===== config.mk =====
export PLATFORM = sky130hd
export DESIGN_NAME = core_top
export DESIGN_NICKNAME = d
export VERILOG_FILES = /design/src/hdl/core_pkg.sv /design/src/hdl/core_regfile.sv /design/src/hdl/core_fetch.sv /design/src/hdl/core_decode.sv /design/src/hdl/core_execute.sv /design/src/hdl/core_memory.sv /design/src/hdl/bus_arbiter.sv /design/src/hdl/core_top.sv
export SDC_FILE = /design/constraint.sdc
export NUM_CORES = 2
export LEC_CHECK = 0
export BUFFER_PORTS_ARGS = -buffer_cell sky130_fd_sc_hd__buf_2
export CELL_PAD_IN_SITES_DETAIL_PLACEMENT = 1
export CELL_PAD_IN_SITES_GLOBAL_PLACEMENT = 1
export CORE_ASPECT_RATIO = 0.8
export CORE_MARGIN = 2
export CORE_UTILIZATION = 35
export DETAILED_ROUTE_END_ITERATION = 6
export PLACE_DENSITY_LB_ADDON = 0.1
export SLEW_MARGIN = 20
export SYNTH_ARGS = -nofsm -noshare
export SYNTH_HDL_FRONTEND = slang
export SYNTH_HIERARCHICAL = 1
export SYNTH_SLANG_ARGS = --single-unit

===== constraint.sdc =====
create_clock -name clk -period 15.5 [get_ports clk]
set_clock_uncertainty 0.2 [all_clocks]
set_input_delay 3.1 -clock clk [delete_from_list [all_inputs] [get_ports clk]]
set_output_delay 3.1 -clock clk [all_outputs]
set_load 0.03 [all_outputs]

===== src/hdl/core_pkg.sv =====
package core_pkg;

localparam int XLEN = 32;
localparam int NREGS = 16;
localparam int REG_W = $clog2(NREGS);

// Opcodes sit in the top four bits of every instruction word
typedef enum logic [3:0] {
	ADD  = 4'd0,
	SUB  = 4'd1,
	AND  = 4'd2,
	OR   = 4'd3,
	XOR  = 4'd4,
	SLL  = 4'd5,
	SRL  = 4'd6,
	ADDI = 4'd7,
	LDW  = 4'd8,
	STW  = 4'd9,
	BEQ  = 4'd10,
	BNE  = 4'd11,
	NOP  = 4'd12,
	HALT = 4'd13
} op_e;

// Register to register format
typedef struct packed {
	op_e              opcode;
	logic [REG_W-1:0] rd;
	logic [REG_W-1:0] ra;
	logic [REG_W-1:0] rb;
	logic [15:0]      unused;
} instr_r_t;

// Immediate format, also used by loads, stores and branches
typedef struct packed {
	op_e              opcode;
	logic [REG_W-1:0] rd;   // Data source for STW, compare operand for branches
	logic [REG_W-1:0] ra;
	logic [19:0]      imm20;
} instr_i_t;

typedef union packed {
	instr_r_t r;
	instr_i_t i;
} instr_t;

endpackage


===== src/hdl/core_regfile.sv =====
`timescale 1ns/10ps

module core_regfile import core_pkg::*; (
	input  logic             clk,
	input  logic             i_arst_n,
	input  logic [REG_W-1:0] i_ra_sel,
	input  logic [REG_W-1:0] i_rb_sel,
	input  logic             i_wr_en,
	input  logic [REG_W-1:0] i_wr_sel,
	input  logic [XLEN-1:0]  i_wr_val,
	output logic [XLEN-1:0]  o_ra,
	output logic [XLEN-1:0]  o_rb
);

logic [XLEN-1:0] regs [NREGS];

always_ff @(posedge clk or negedge i_arst_n) begin
	if (!i_arst_n)
		regs <= '{default: '0};
	else if (i_wr_en && i_wr_sel != '0)
		regs[i_wr_sel] <= i_wr_val;
end

// Same-cycle writes are not bypassed here
assign o_ra = (i_ra_sel == '0) ? '0 : regs[i_ra_sel];
assign o_rb = (i_rb_sel == '0) ? '0 : regs[i_rb_sel];

endmodule


===== src/hdl/core_fetch.sv =====
`timescale 1ns/10ps

module core_fetch import core_pkg::*; #(
	parameter logic [XLEN-1:0] RESET_PC = '0
) (
	input  logic            clk,
	input  logic            i_arst_n,
	input  logic            i_stall,
	input  logic            i_redirect,
	input  logic [XLEN-1:0] i_target,
	input  logic            i_halt_seen,
	input  logic            i_ready,
	input  logic            i_rvalid,
	input  logic [XLEN-1:0] i_rdata,
	output logic            o_req_valid,
	output logic [XLEN-3:0] o_addr,
	output instr_t          o_instr,
	output logic [XLEN-1:0] o_pc_next,
	output logic            o_valid,
	output logic            o_halted
);

logic [XLEN-1:0] pc_q;
logic            req_q;
logic            wait_q;
logic            drop_q;
logic            halt_q;
logic            issue;

// A new fetch starts only once the previous word has left the buffer
assign issue = !req_q && !wait_q && !o_valid && !halt_q && !i_redirect;
assign o_req_valid = req_q;

always_ff @(posedge clk or negedge i_arst_n) begin
	if (!i_arst_n) begin
		pc_q <= RESET_PC;
		req_q <= 1'b0;
		wait_q <= 1'b0;
		drop_q <= 1'b0;
		o_valid <= 1'b0;
		halt_q <= 1'b0;
		o_halted <= 1'b0;
	end else begin
		if (issue) begin
			req_q <= 1'b1;
			pc_q <= pc_q + XLEN'(4);
		end else if (req_q && i_ready) begin
			req_q <= 1'b0;
			wait_q <= 1'b1;
		end

		if (wait_q && i_rvalid) begin
			wait_q <= 1'b0;
			drop_q <= 1'b0;
			if (!drop_q && !i_redirect)
				o_valid <= 1'b1;
		end else if (o_valid && !i_stall) begin
			o_valid <= 1'b0;   // Decode took the word
		end

		// Anything still in flight on the bus belongs to the old path
		if (i_redirect) begin
			pc_q <= i_target;
			o_valid <= 1'b0;
			if (req_q || (wait_q && !i_rvalid))
				drop_q <= 1'b1;
		end

		if (i_halt_seen)
			halt_q <= 1'b1;
		// One free cycle after HALT leaves decode drains the older instructions
		if (halt_q && !i_stall)
			o_halted <= 1'b1;
	end
end

always_ff @(posedge clk) begin
	if (issue)
		o_addr <= pc_q[XLEN-1:2];
	if (wait_q && i_rvalid) begin
		o_instr <= i_rdata;
		o_pc_next <= {o_addr + 1'b1, 2'b00};
	end
end

a_addr_stable: assert property (@(posedge clk) disable iff (!i_arst_n)
	o_req_valid && !i_ready |=> o_req_valid && $stable(o_addr));

endmodule


===== src/hdl/core_decode.sv =====
`timescale 1ns/10ps

module core_decode import core_pkg::*; (
	input  logic             clk,
	input  logic             i_arst_n,
	input  instr_t           i_instr,
	input  logic             i_valid,
	input  logic [XLEN-1:0]  i_pc_next,
	input  logic             i_stall,
	input  logic             i_flush,
	input  logic [XLEN-1:0]  i_ra_val,
	input  logic [XLEN-1:0]  i_rb_val,
	input  logic [REG_W-1:0] i_ex_rd,
	input  logic             i_ex_wr,
	input  logic             i_ex_load,
	input  logic [XLEN-1:0]  i_ex_result,
	input  logic [REG_W-1:0] i_mem_rd,
	input  logic             i_mem_wr,
	input  logic [XLEN-1:0]  i_mem_result,
	output logic [REG_W-1:0] o_ra_sel,
	output logic [REG_W-1:0] o_rb_sel,
	output logic             o_hold,
	output logic             o_halt_seen,
	output op_e              o_op,
	output logic [REG_W-1:0] o_rd,
	output logic [XLEN-1:0]  o_opa,
	output logic [XLEN-1:0]  o_opb,
	output logic [XLEN-1:0]  o_imm,
	output logic [XLEN-1:0]  o_pc_next,
	output logic             o_valid
);

op_e             op;
logic            uses_a;
logic            uses_b;
logic            advance;
logic [XLEN-1:0] imm;

// The youngest producer wins, the register file only supplies settled values
function automatic logic [XLEN-1:0] operand(input logic [REG_W-1:0] sel,
		input logic [XLEN-1:0] rf_val);
	if (sel != '0 && i_ex_wr && i_ex_rd == sel)
		return i_ex_result;
	if (sel != '0 && i_mem_wr && i_mem_rd == sel)
		return i_mem_result;
	return rf_val;
endfunction

assign op = i_instr.r.opcode;
assign imm = {{(XLEN-20){i_instr.i.imm20[19]}}, i_instr.i.imm20};
assign o_ra_sel = i_instr.i.ra;

always_comb begin
	uses_a = 1'b1;
	uses_b = 1'b0;
	o_rb_sel = i_instr.r.rb;
	case (op)
		ADD, SUB, AND, OR, XOR, SLL, SRL: uses_b = 1'b1;
		ADDI, LDW: uses_b = 1'b0;
		STW, BEQ, BNE: begin
			uses_b = 1'b1;
			o_rb_sel = i_instr.i.rd;   // Second operand comes through rd
		end
		default: uses_a = 1'b0;
	endcase
end

// A load in execute has no data yet, so its consumer waits one cycle
assign o_hold = i_valid && i_ex_load && i_ex_rd != '0 &&
	((uses_a && o_ra_sel == i_ex_rd) || (uses_b && o_rb_sel == i_ex_rd));
assign advance = !i_stall && !o_hold;
assign o_halt_seen = i_valid && advance && !i_flush && op == HALT;

always_ff @(posedge clk or negedge i_arst_n) begin
	if (!i_arst_n)
		o_valid <= 1'b0;
	else if (!i_stall)
		o_valid <= i_valid && !o_hold && !i_flush;   // Hold leaves a bubble behind
end

always_ff @(posedge clk) begin
	if (advance) begin
		o_op <= op;
		o_rd <= i_instr.i.rd;
		o_opa <= operand(o_ra_sel, i_ra_val);
		o_opb <= operand(o_rb_sel, i_rb_val);
		o_imm <= imm;
		o_pc_next <= i_pc_next;
	end
end

endmodule


===== src/hdl/core_execute.sv =====
`timescale 1ns/10ps

module core_execute import core_pkg::*; (
	input  logic             clk,
	input  logic             i_arst_n,
	input  op_e              i_op,
	input  logic [REG_W-1:0] i_rd,
	input  logic [XLEN-1:0]  i_opa,
	input  logic [XLEN-1:0]  i_opb,
	input  logic [XLEN-1:0]  i_imm,
	input  logic [XLEN-1:0]  i_pc_next,
	input  logic             i_valid,
	input  logic             i_stall,
	output logic             o_redirect,
	output logic [XLEN-1:0]  o_target,
	output logic [XLEN-1:0]  o_result,
	output logic [XLEN-1:0]  o_store_data,
	output logic [REG_W-1:0] o_rd,
	output logic             o_wr,
	output logic             o_load,
	output logic             o_store,
	output logic             o_valid,
	output logic             o_fwd_wr,
	output logic             o_fwd_load,
	output logic [XLEN-1:0]  o_fwd_result
);

logic [XLEN-1:0] alu;
logic            taken;
logic            writes;

always_comb begin
	case (i_op)
		ADD: alu = i_opa + i_opb;
		SUB: alu = i_opa - i_opb;
		AND: alu = i_opa & i_opb;
		OR: alu = i_opa | i_opb;
		XOR: alu = i_opa ^ i_opb;
		SLL: alu = i_opa << i_opb[$clog2(XLEN)-1:0];
		SRL: alu = i_opa >> i_opb[$clog2(XLEN)-1:0];
		ADDI, LDW, STW: alu = i_opa + i_imm;   // Memory ops produce the address
		default: alu = '0;
	endcase
end

assign writes = i_valid && i_rd != '0 &&
	(i_op inside {ADD, SUB, AND, OR, XOR, SLL, SRL, ADDI, LDW});
assign taken = i_valid &&
	((i_op == BEQ && i_opa == i_opb) || (i_op == BNE && i_opa != i_opb));

// Branch offsets count words from the next instruction
assign o_redirect = taken && !i_stall;
assign o_target = i_pc_next + {i_imm[XLEN-3:0], 2'b00};

// A load's address is never a register value
assign o_fwd_wr = writes && i_op != LDW;
assign o_fwd_load = i_valid && i_op == LDW;
assign o_fwd_result = alu;

always_ff @(posedge clk or negedge i_arst_n) begin
	if (!i_arst_n) begin
		o_valid <= 1'b0;
		o_wr <= 1'b0;
		o_load <= 1'b0;
		o_store <= 1'b0;
	end else if (!i_stall) begin
		o_valid <= i_valid && !taken;   // A taken branch is finished here
		o_wr <= writes;
		o_load <= i_valid && i_op == LDW;
		o_store <= i_valid && i_op == STW;
	end
end

always_ff @(posedge clk) begin
	if (!i_stall) begin
		o_result <= alu;
		o_store_data <= i_opb;
		o_rd <= i_rd;
	end
end

endmodule


===== src/hdl/core_memory.sv =====
`timescale 1ns/10ps

module core_memory import core_pkg::*; (
	input  logic             clk,
	input  logic             i_arst_n,
	input  logic [XLEN-1:0]  i_result,
	input  logic [XLEN-1:0]  i_store_data,
	input  logic [REG_W-1:0] i_rd,
	input  logic             i_wr,
	input  logic             i_load,
	input  logic             i_store,
	input  logic             i_valid,
	input  logic             i_ready,
	input  logic             i_rvalid,
	input  logic [XLEN-1:0]  i_rdata,
	output logic             o_req_valid,
	output logic [XLEN-3:0]  o_addr,
	output logic             o_we,
	output logic [XLEN-1:0]  o_wdata,
	output logic             o_stall,
	output logic             o_wr_en,
	output logic [REG_W-1:0] o_wr_sel,
	output logic [XLEN-1:0]  o_wr_val
);

logic access;
logic wait_q;   // Request accepted, response pending

assign access = i_valid && (i_load || i_store);

assign o_req_valid = access && !wait_q;
assign o_addr = i_result[XLEN-1:2];
assign o_we = i_store;
assign o_wdata = i_store_data;

// The stage releases in the cycle the response comes back
assign o_stall = access && !(wait_q && i_rvalid);

assign o_wr_en = i_valid && i_wr && !o_stall;
assign o_wr_sel = i_rd;
assign o_wr_val = i_load ? i_rdata : i_result;

always_ff @(posedge clk or negedge i_arst_n) begin
	if (!i_arst_n)
		wait_q <= 1'b0;
	else if (o_req_valid && i_ready)
		wait_q <= 1'b1;
	else if (i_rvalid)
		wait_q <= 1'b0;
end

// Execute must keep the access stable while this stage waits
a_stall_hold: assert property (@(posedge clk) disable iff (!i_arst_n)
	o_stall |=> ($stable(i_rd) && $stable(i_result) && $stable(i_store)));

endmodule


===== src/hdl/bus_arbiter.sv =====
`timescale 1ns/10ps

module bus_arbiter import core_pkg::*; (
	input  logic            clk,
	input  logic            i_arst_n,
	input  logic            i_f_req_valid,
	input  logic [XLEN-3:0] i_f_addr,
	input  logic            i_f_we,
	input  logic [XLEN-1:0] i_f_wdata,
	output logic            o_f_ready,
	output logic            o_f_rvalid,
	input  logic            i_d_req_valid,
	input  logic [XLEN-3:0] i_d_addr,
	input  logic            i_d_we,
	input  logic [XLEN-1:0] i_d_wdata,
	output logic            o_d_ready,
	output logic            o_d_rvalid,
	output logic [XLEN-1:0] o_rdata,
	output logic            o_mem_valid,
	output logic [XLEN-3:0] o_mem_addr,
	output logic            o_mem_we,
	output logic [XLEN-1:0] o_mem_wdata,
	input  logic            i_mem_ready,
	input  logic            i_mem_rvalid,
	input  logic [XLEN-1:0] i_mem_rdata
);

logic busy_q;
logic owner_d_q;
logic pend_q;
logic pend_d_q;
logic pick_d;

// A request already shown to memory keeps the port until it is taken
assign pick_d = pend_q ? pend_d_q : i_d_req_valid;

assign o_mem_valid = !busy_q && (pick_d ? i_d_req_valid : i_f_req_valid);
assign o_mem_addr = pick_d ? i_d_addr : i_f_addr;
assign o_mem_we = pick_d ? i_d_we : i_f_we;
assign o_mem_wdata = pick_d ? i_d_wdata : i_f_wdata;

assign o_d_ready = o_mem_valid && pick_d && i_mem_ready;
assign o_f_ready = o_mem_valid && !pick_d && i_mem_ready;

assign o_d_rvalid = busy_q && owner_d_q && i_mem_rvalid;
assign o_f_rvalid = busy_q && !owner_d_q && i_mem_rvalid;
assign o_rdata = i_mem_rdata;

always_ff @(posedge clk or negedge i_arst_n) begin
	if (!i_arst_n) begin
		busy_q <= 1'b0;
		owner_d_q <= 1'b0;
		pend_q <= 1'b0;
		pend_d_q <= 1'b0;
	end else begin
		if (o_mem_valid) begin
			pend_q <= !i_mem_ready;
			pend_d_q <= pick_d;
		end
		if (o_mem_valid && i_mem_ready) begin
			busy_q <= 1'b1;
			owner_d_q <= pick_d;
		end else if (i_mem_rvalid) begin
			busy_q <= 1'b0;
		end
	end
end

a_rvalid_owned: assert property (@(posedge clk) disable iff (!i_arst_n)
	i_mem_rvalid |-> busy_q);

endmodule


===== src/hdl/core_top.sv =====
`timescale 1ns/10ps

module core_top import core_pkg::*; #(
	parameter logic [XLEN-1:0] RESET_PC = '0
) (
	input  logic            clk,
	input  logic            i_arst_n,
	output logic            o_mem_valid,
	output logic [XLEN-3:0] o_mem_addr,
	output logic            o_mem_we,
	output logic [XLEN-1:0] o_mem_wdata,
	input  logic            i_mem_ready,
	input  logic            i_mem_rvalid,
	input  logic [XLEN-1:0] i_mem_rdata,
	output logic            o_halted
);

instr_t           fd_instr;
logic             fd_valid;
logic [XLEN-1:0]  fd_pc_next;
logic             f_req_valid;
logic [XLEN-3:0]  f_addr;
logic             f_ready;
logic             f_rvalid;
logic [XLEN-1:0]  bus_rdata;
logic             d_req_valid;
logic [XLEN-3:0]  d_addr;
logic             d_we;
logic [XLEN-1:0]  d_wdata;
logic             d_ready;
logic             d_rvalid;
logic             dec_hold;
logic             halt_seen;
logic [REG_W-1:0] ra_sel;
logic [REG_W-1:0] rb_sel;
logic [XLEN-1:0]  ra_val;
logic [XLEN-1:0]  rb_val;
op_e              de_op;
logic [REG_W-1:0] de_rd;
logic [XLEN-1:0]  de_opa;
logic [XLEN-1:0]  de_opb;
logic [XLEN-1:0]  de_imm;
logic [XLEN-1:0]  de_pc_next;
logic             de_valid;
logic             ef_redirect;
logic [XLEN-1:0]  ef_target;
logic             ex_fwd_wr;
logic             ex_fwd_load;
logic [XLEN-1:0]  ex_fwd_result;
logic [XLEN-1:0]  em_result;
logic [XLEN-1:0]  em_store_data;
logic [REG_W-1:0] em_rd;
logic             em_wr;
logic             em_load;
logic             em_store;
logic             em_valid;
logic             mem_stall;
logic             wb_en;
logic [REG_W-1:0] wb_sel;
logic [XLEN-1:0]  wb_val;
wire              fetch_stall = mem_stall | dec_hold;

core_fetch #(.RESET_PC(RESET_PC)) i_core_fetch (
	.clk(clk), .i_arst_n(i_arst_n), .i_stall(fetch_stall),
	.i_redirect(ef_redirect), .i_target(ef_target), .i_halt_seen(halt_seen),
	.i_ready(f_ready), .i_rvalid(f_rvalid), .i_rdata(bus_rdata),
	.o_req_valid(f_req_valid), .o_addr(f_addr), .o_instr(fd_instr),
	.o_pc_next(fd_pc_next), .o_valid(fd_valid), .o_halted(o_halted)
);

core_decode i_core_decode (
	.clk(clk), .i_arst_n(i_arst_n), .i_instr(fd_instr), .i_valid(fd_valid),
	.i_pc_next(fd_pc_next), .i_stall(mem_stall), .i_flush(ef_redirect),
	.i_ra_val(ra_val), .i_rb_val(rb_val),
	.i_ex_rd(de_rd), .i_ex_wr(ex_fwd_wr), .i_ex_load(ex_fwd_load),
	.i_ex_result(ex_fwd_result), .i_mem_rd(wb_sel), .i_mem_wr(wb_en),
	.i_mem_result(wb_val), .o_ra_sel(ra_sel), .o_rb_sel(rb_sel),
	.o_hold(dec_hold), .o_halt_seen(halt_seen), .o_op(de_op), .o_rd(de_rd),
	.o_opa(de_opa), .o_opb(de_opb), .o_imm(de_imm), .o_pc_next(de_pc_next),
	.o_valid(de_valid)
);

core_regfile i_core_regfile (
	.clk(clk), .i_arst_n(i_arst_n), .i_ra_sel(ra_sel), .i_rb_sel(rb_sel),
	.i_wr_en(wb_en), .i_wr_sel(wb_sel), .i_wr_val(wb_val),
	.o_ra(ra_val), .o_rb(rb_val)
);

core_execute i_core_execute (
	.clk(clk), .i_arst_n(i_arst_n), .i_op(de_op), .i_rd(de_rd),
	.i_opa(de_opa), .i_opb(de_opb), .i_imm(de_imm), .i_pc_next(de_pc_next),
	.i_valid(de_valid), .i_stall(mem_stall), .o_redirect(ef_redirect),
	.o_target(ef_target), .o_result(em_result), .o_store_data(em_store_data),
	.o_rd(em_rd), .o_wr(em_wr), .o_load(em_load), .o_store(em_store),
	.o_valid(em_valid), .o_fwd_wr(ex_fwd_wr), .o_fwd_load(ex_fwd_load),
	.o_fwd_result(ex_fwd_result)
);

core_memory i_core_memory (
	.clk(clk), .i_arst_n(i_arst_n), .i_result(em_result),
	.i_store_data(em_store_data), .i_rd(em_rd), .i_wr(em_wr), .i_load(em_load),
	.i_store(em_store), .i_valid(em_valid), .i_ready(d_ready),
	.i_rvalid(d_rvalid), .i_rdata(bus_rdata), .o_req_valid(d_req_valid),
	.o_addr(d_addr), .o_we(d_we), .o_wdata(d_wdata), .o_stall(mem_stall),
	.o_wr_en(wb_en), .o_wr_sel(wb_sel), .o_wr_val(wb_val)
);

// Fetch only ever reads
bus_arbiter i_bus_arbiter (
	.clk(clk), .i_arst_n(i_arst_n),
	.i_f_req_valid(f_req_valid), .i_f_addr(f_addr), .i_f_we(1'b0),
	.i_f_wdata('0), .o_f_ready(f_ready), .o_f_rvalid(f_rvalid),
	.i_d_req_valid(d_req_valid), .i_d_addr(d_addr), .i_d_we(d_we),
	.i_d_wdata(d_wdata), .o_d_ready(d_ready), .o_d_rvalid(d_rvalid),
	.o_rdata(bus_rdata), .o_mem_valid(o_mem_valid), .o_mem_addr(o_mem_addr),
	.o_mem_we(o_mem_we), .o_mem_wdata(o_mem_wdata), .i_mem_ready(i_mem_ready),
	.i_mem_rvalid(i_mem_rvalid), .i_mem_rdata(i_mem_rdata)
);

endmodule


==> results.json <==
{
  "worstPathArrival_ns": 3.89,
  "antenna_found_initial": 7,
  "initial_core_util_pct": 35.3,
  "r2r-start": "i_core_decode/o_opb[1]",
  "fin_crit_ns": 7.19,
  "hold_start": "i_core_regfile/regs[510]",
  "htree_levels": 3,
  "syn2layout_area_growth_pct": 8.78,
  "r2r_end": "i_core_decode/o_opb[23]",
  "fin_crit_sh_pct": 46.4,
  "fmax_ghz": 0.139,
  "vias": 38200,
  "dp_slack_ns": 9.05,
  "ff2ff_path_depth": 13,
  "rsz0062_at_grt": "false",
  "core.rowCount": 126,
  "avgRoutedWirePerCell_um": 31.8,
  "fin_nets": 4549,
  "status": "completed",
  "worst_ir_drop_vdd_v": 0.0000816,
  "cts.sinks": 809,
  "die_h_um": 349,
  "root_buffer": "clkbuf_16",
  "cp_cell_sequence": "o21ai_0 > nor2_1 > mux2i_4 > buf_4 > mux2_2 > buf_2",
  "hp-class": "reg2reg",
  "rrSetupSlack_ns": 9.69,
  "synthesis.area_mm2": 0.0521,
  "hold_buffers": 0,
  "required_ns": 12.20,
  "slowest_delay_ns": 0.79,
  "clk_pin_slew_ns": 0.06,
  "post_cts_buffers": 0,
  "hold_viol_final": 0,
  "tns_ns": 0,
  "clk_latency_ns": 0.75,
  "leakagePower_uw": 0.0238,
  "slew_violations": 0,
  "fin_cells": 6405,
  "syn_area_per_cell_um2": 11.7,
  "layout_commonest_cell": "mux2_2",
  "crit_slowest_cell": "mux2i_4",
  "cellPowerDensity_mw_per_mm2": 118,
  "grt_use_total_pct": 26.4,
  "remaining_drc_errors": 0,
  "clock_path_buffers": 3,
  "wl_mm": 203,
  "finalSetupViolations": 0,
  "place_congestion": 0.969,
  "setup_slack_ns": 8.31,
  "endpoint_kind": "primary output",
  "yosys_warnings": 6,
  "grt_max_degree": 144,
  "die-width_um": 435,
  "grt_pass1_wl_mm": 292,
  "final_cell_mix": "mux2_2 (621), dfrtp_1 (526), edfxtp_1 (282), nand2_1 (233), nor2_1 (221)",
  "min_path_cells": 0,
  "syn_inst": 4456,
  "placed_cells": 6234,
  "grt_pass1_vias": 38000,
  "cts_resized": 0,
  "hold_slack_ns": 0.180,
  "first_pass_iters": 5,
  "core-area_mm2": 0.148,
  "maxCapViolations": 0,
  "ant_nets": 0,
  "worstMarginPinSlew_ns": 1.21,
  "drive_above_1_share_pct": 29.3,
  "portBuffers": 100,
  "dieArea_mm2": 0.152,
  "startpoint_type": "flip-flop",
  "grt-ovfl-total": 0,
  "relSlewSlack_pct": 18.7,
  "pin_count": 101,
  "drtIter0Drc": 3753,
  "hold_path_end": "i_core_regfile/regs[510]",
  "crit_type": "reg2out",
  "post-dp-hpwl_mm": 138,
  "viasPerCell": 5.97,
  "cts_tree": "built",
  "crit_fanout": 42,
  "cts_buffers": 92
}
through the flow:
step | util (%) | instance area [um2] | total power (uW)
after floorplan | - | 52200 | 3760
after global placement | 36.3 | 53700 | 4470
after detailed placement | 36.3 | 53700 | 4470
after CTS | 38.3 | 56600 | 6740
after global routing | 38.4 | 56700 | 6980
final | 38.4 | 56700 | 6700
how the worst max path moves through the flow:
stage	startpoint	to	slack, ns	depth (start not counted)
floorplan	i_mem_rvalid	i_core_decode/o_imm[0]	6.17	3
global placement	i_core_execute/o_store	o_mem_wdata[9]	9.17	6
detailed placement	i_core_execute/o_store	o_mem_wdata[2]	9.05	6
CTS	i_core_execute/o_store	o_mem_wdata[2]	8.21	6
global route	i_core_execute/o_store	o_mem_wdata[8]	8.04	6
finish	i_core_execute/o_store	o_mem_wdata[2]	8.31	6
worst max-delay path: cells and delay by family (launching register included):
| kind | cells | cell delay (ns) |
|---|---|---|
| muxes | 2 | 1.21 |
| buffers and inverters | 2 | 0.90 |
| DFF | 1 | 0.42 |
| AOI/OAI and AO/OA | 1 | 0.32 |
| and+or+nand+nor | 1 | 0.19 |
report_power, final:
group	internal, uW	switching [uW]
clock network	1260	965
logic	593	1260
registers	2410	220
per-layer routing:
metal  GRT usage (%)  share of wire [%]  vias to the layer above
li1                -                  -                    16400
met1            40.6                 49                    20400
met2            38.0                 42                     1188
met3            4.86                6.3                      227
met4            5.51                2.1                        4
met5           0.127              0.018                        -
sequential cells by signal (all words and copies together), names as in the netlist, 4 cells and up:
signal,cells
i_core_fetch/pc_q,30
i_core_execute/o_rd,4
i_core_decode/o_op,4
i_core_fetch/o_instr,32
i_core_decode/o_opa,32
i_core_decode/o_opb,32
i_core_regfile/regs,481
i_core_fetch/o_addr,30
i_core_decode/o_imm,20
i_core_decode/o_rd,4
i_core_fetch/o_pc_next,30
i_core_execute/o_store_data,32
i_core_execute/o_result,32
i_core_decode/o_pc_next,30
final cells by class:
class / count / area [um2]
Antenna cell: 1 / 2.50
Clock buffer: 129 / 2570
Clock inverter: 39 / 397
Fill cell: 15900 / 91000
Inverter: 130 / 495
Multi-Input combinational cell: 3109 / 27700
Sequential cell: 809 / 21700
Tap cell: 1984 / 2480
Timing Repair Buffer: 204 / 1360
Note: power is estimated with default switching activity, not from simulation.
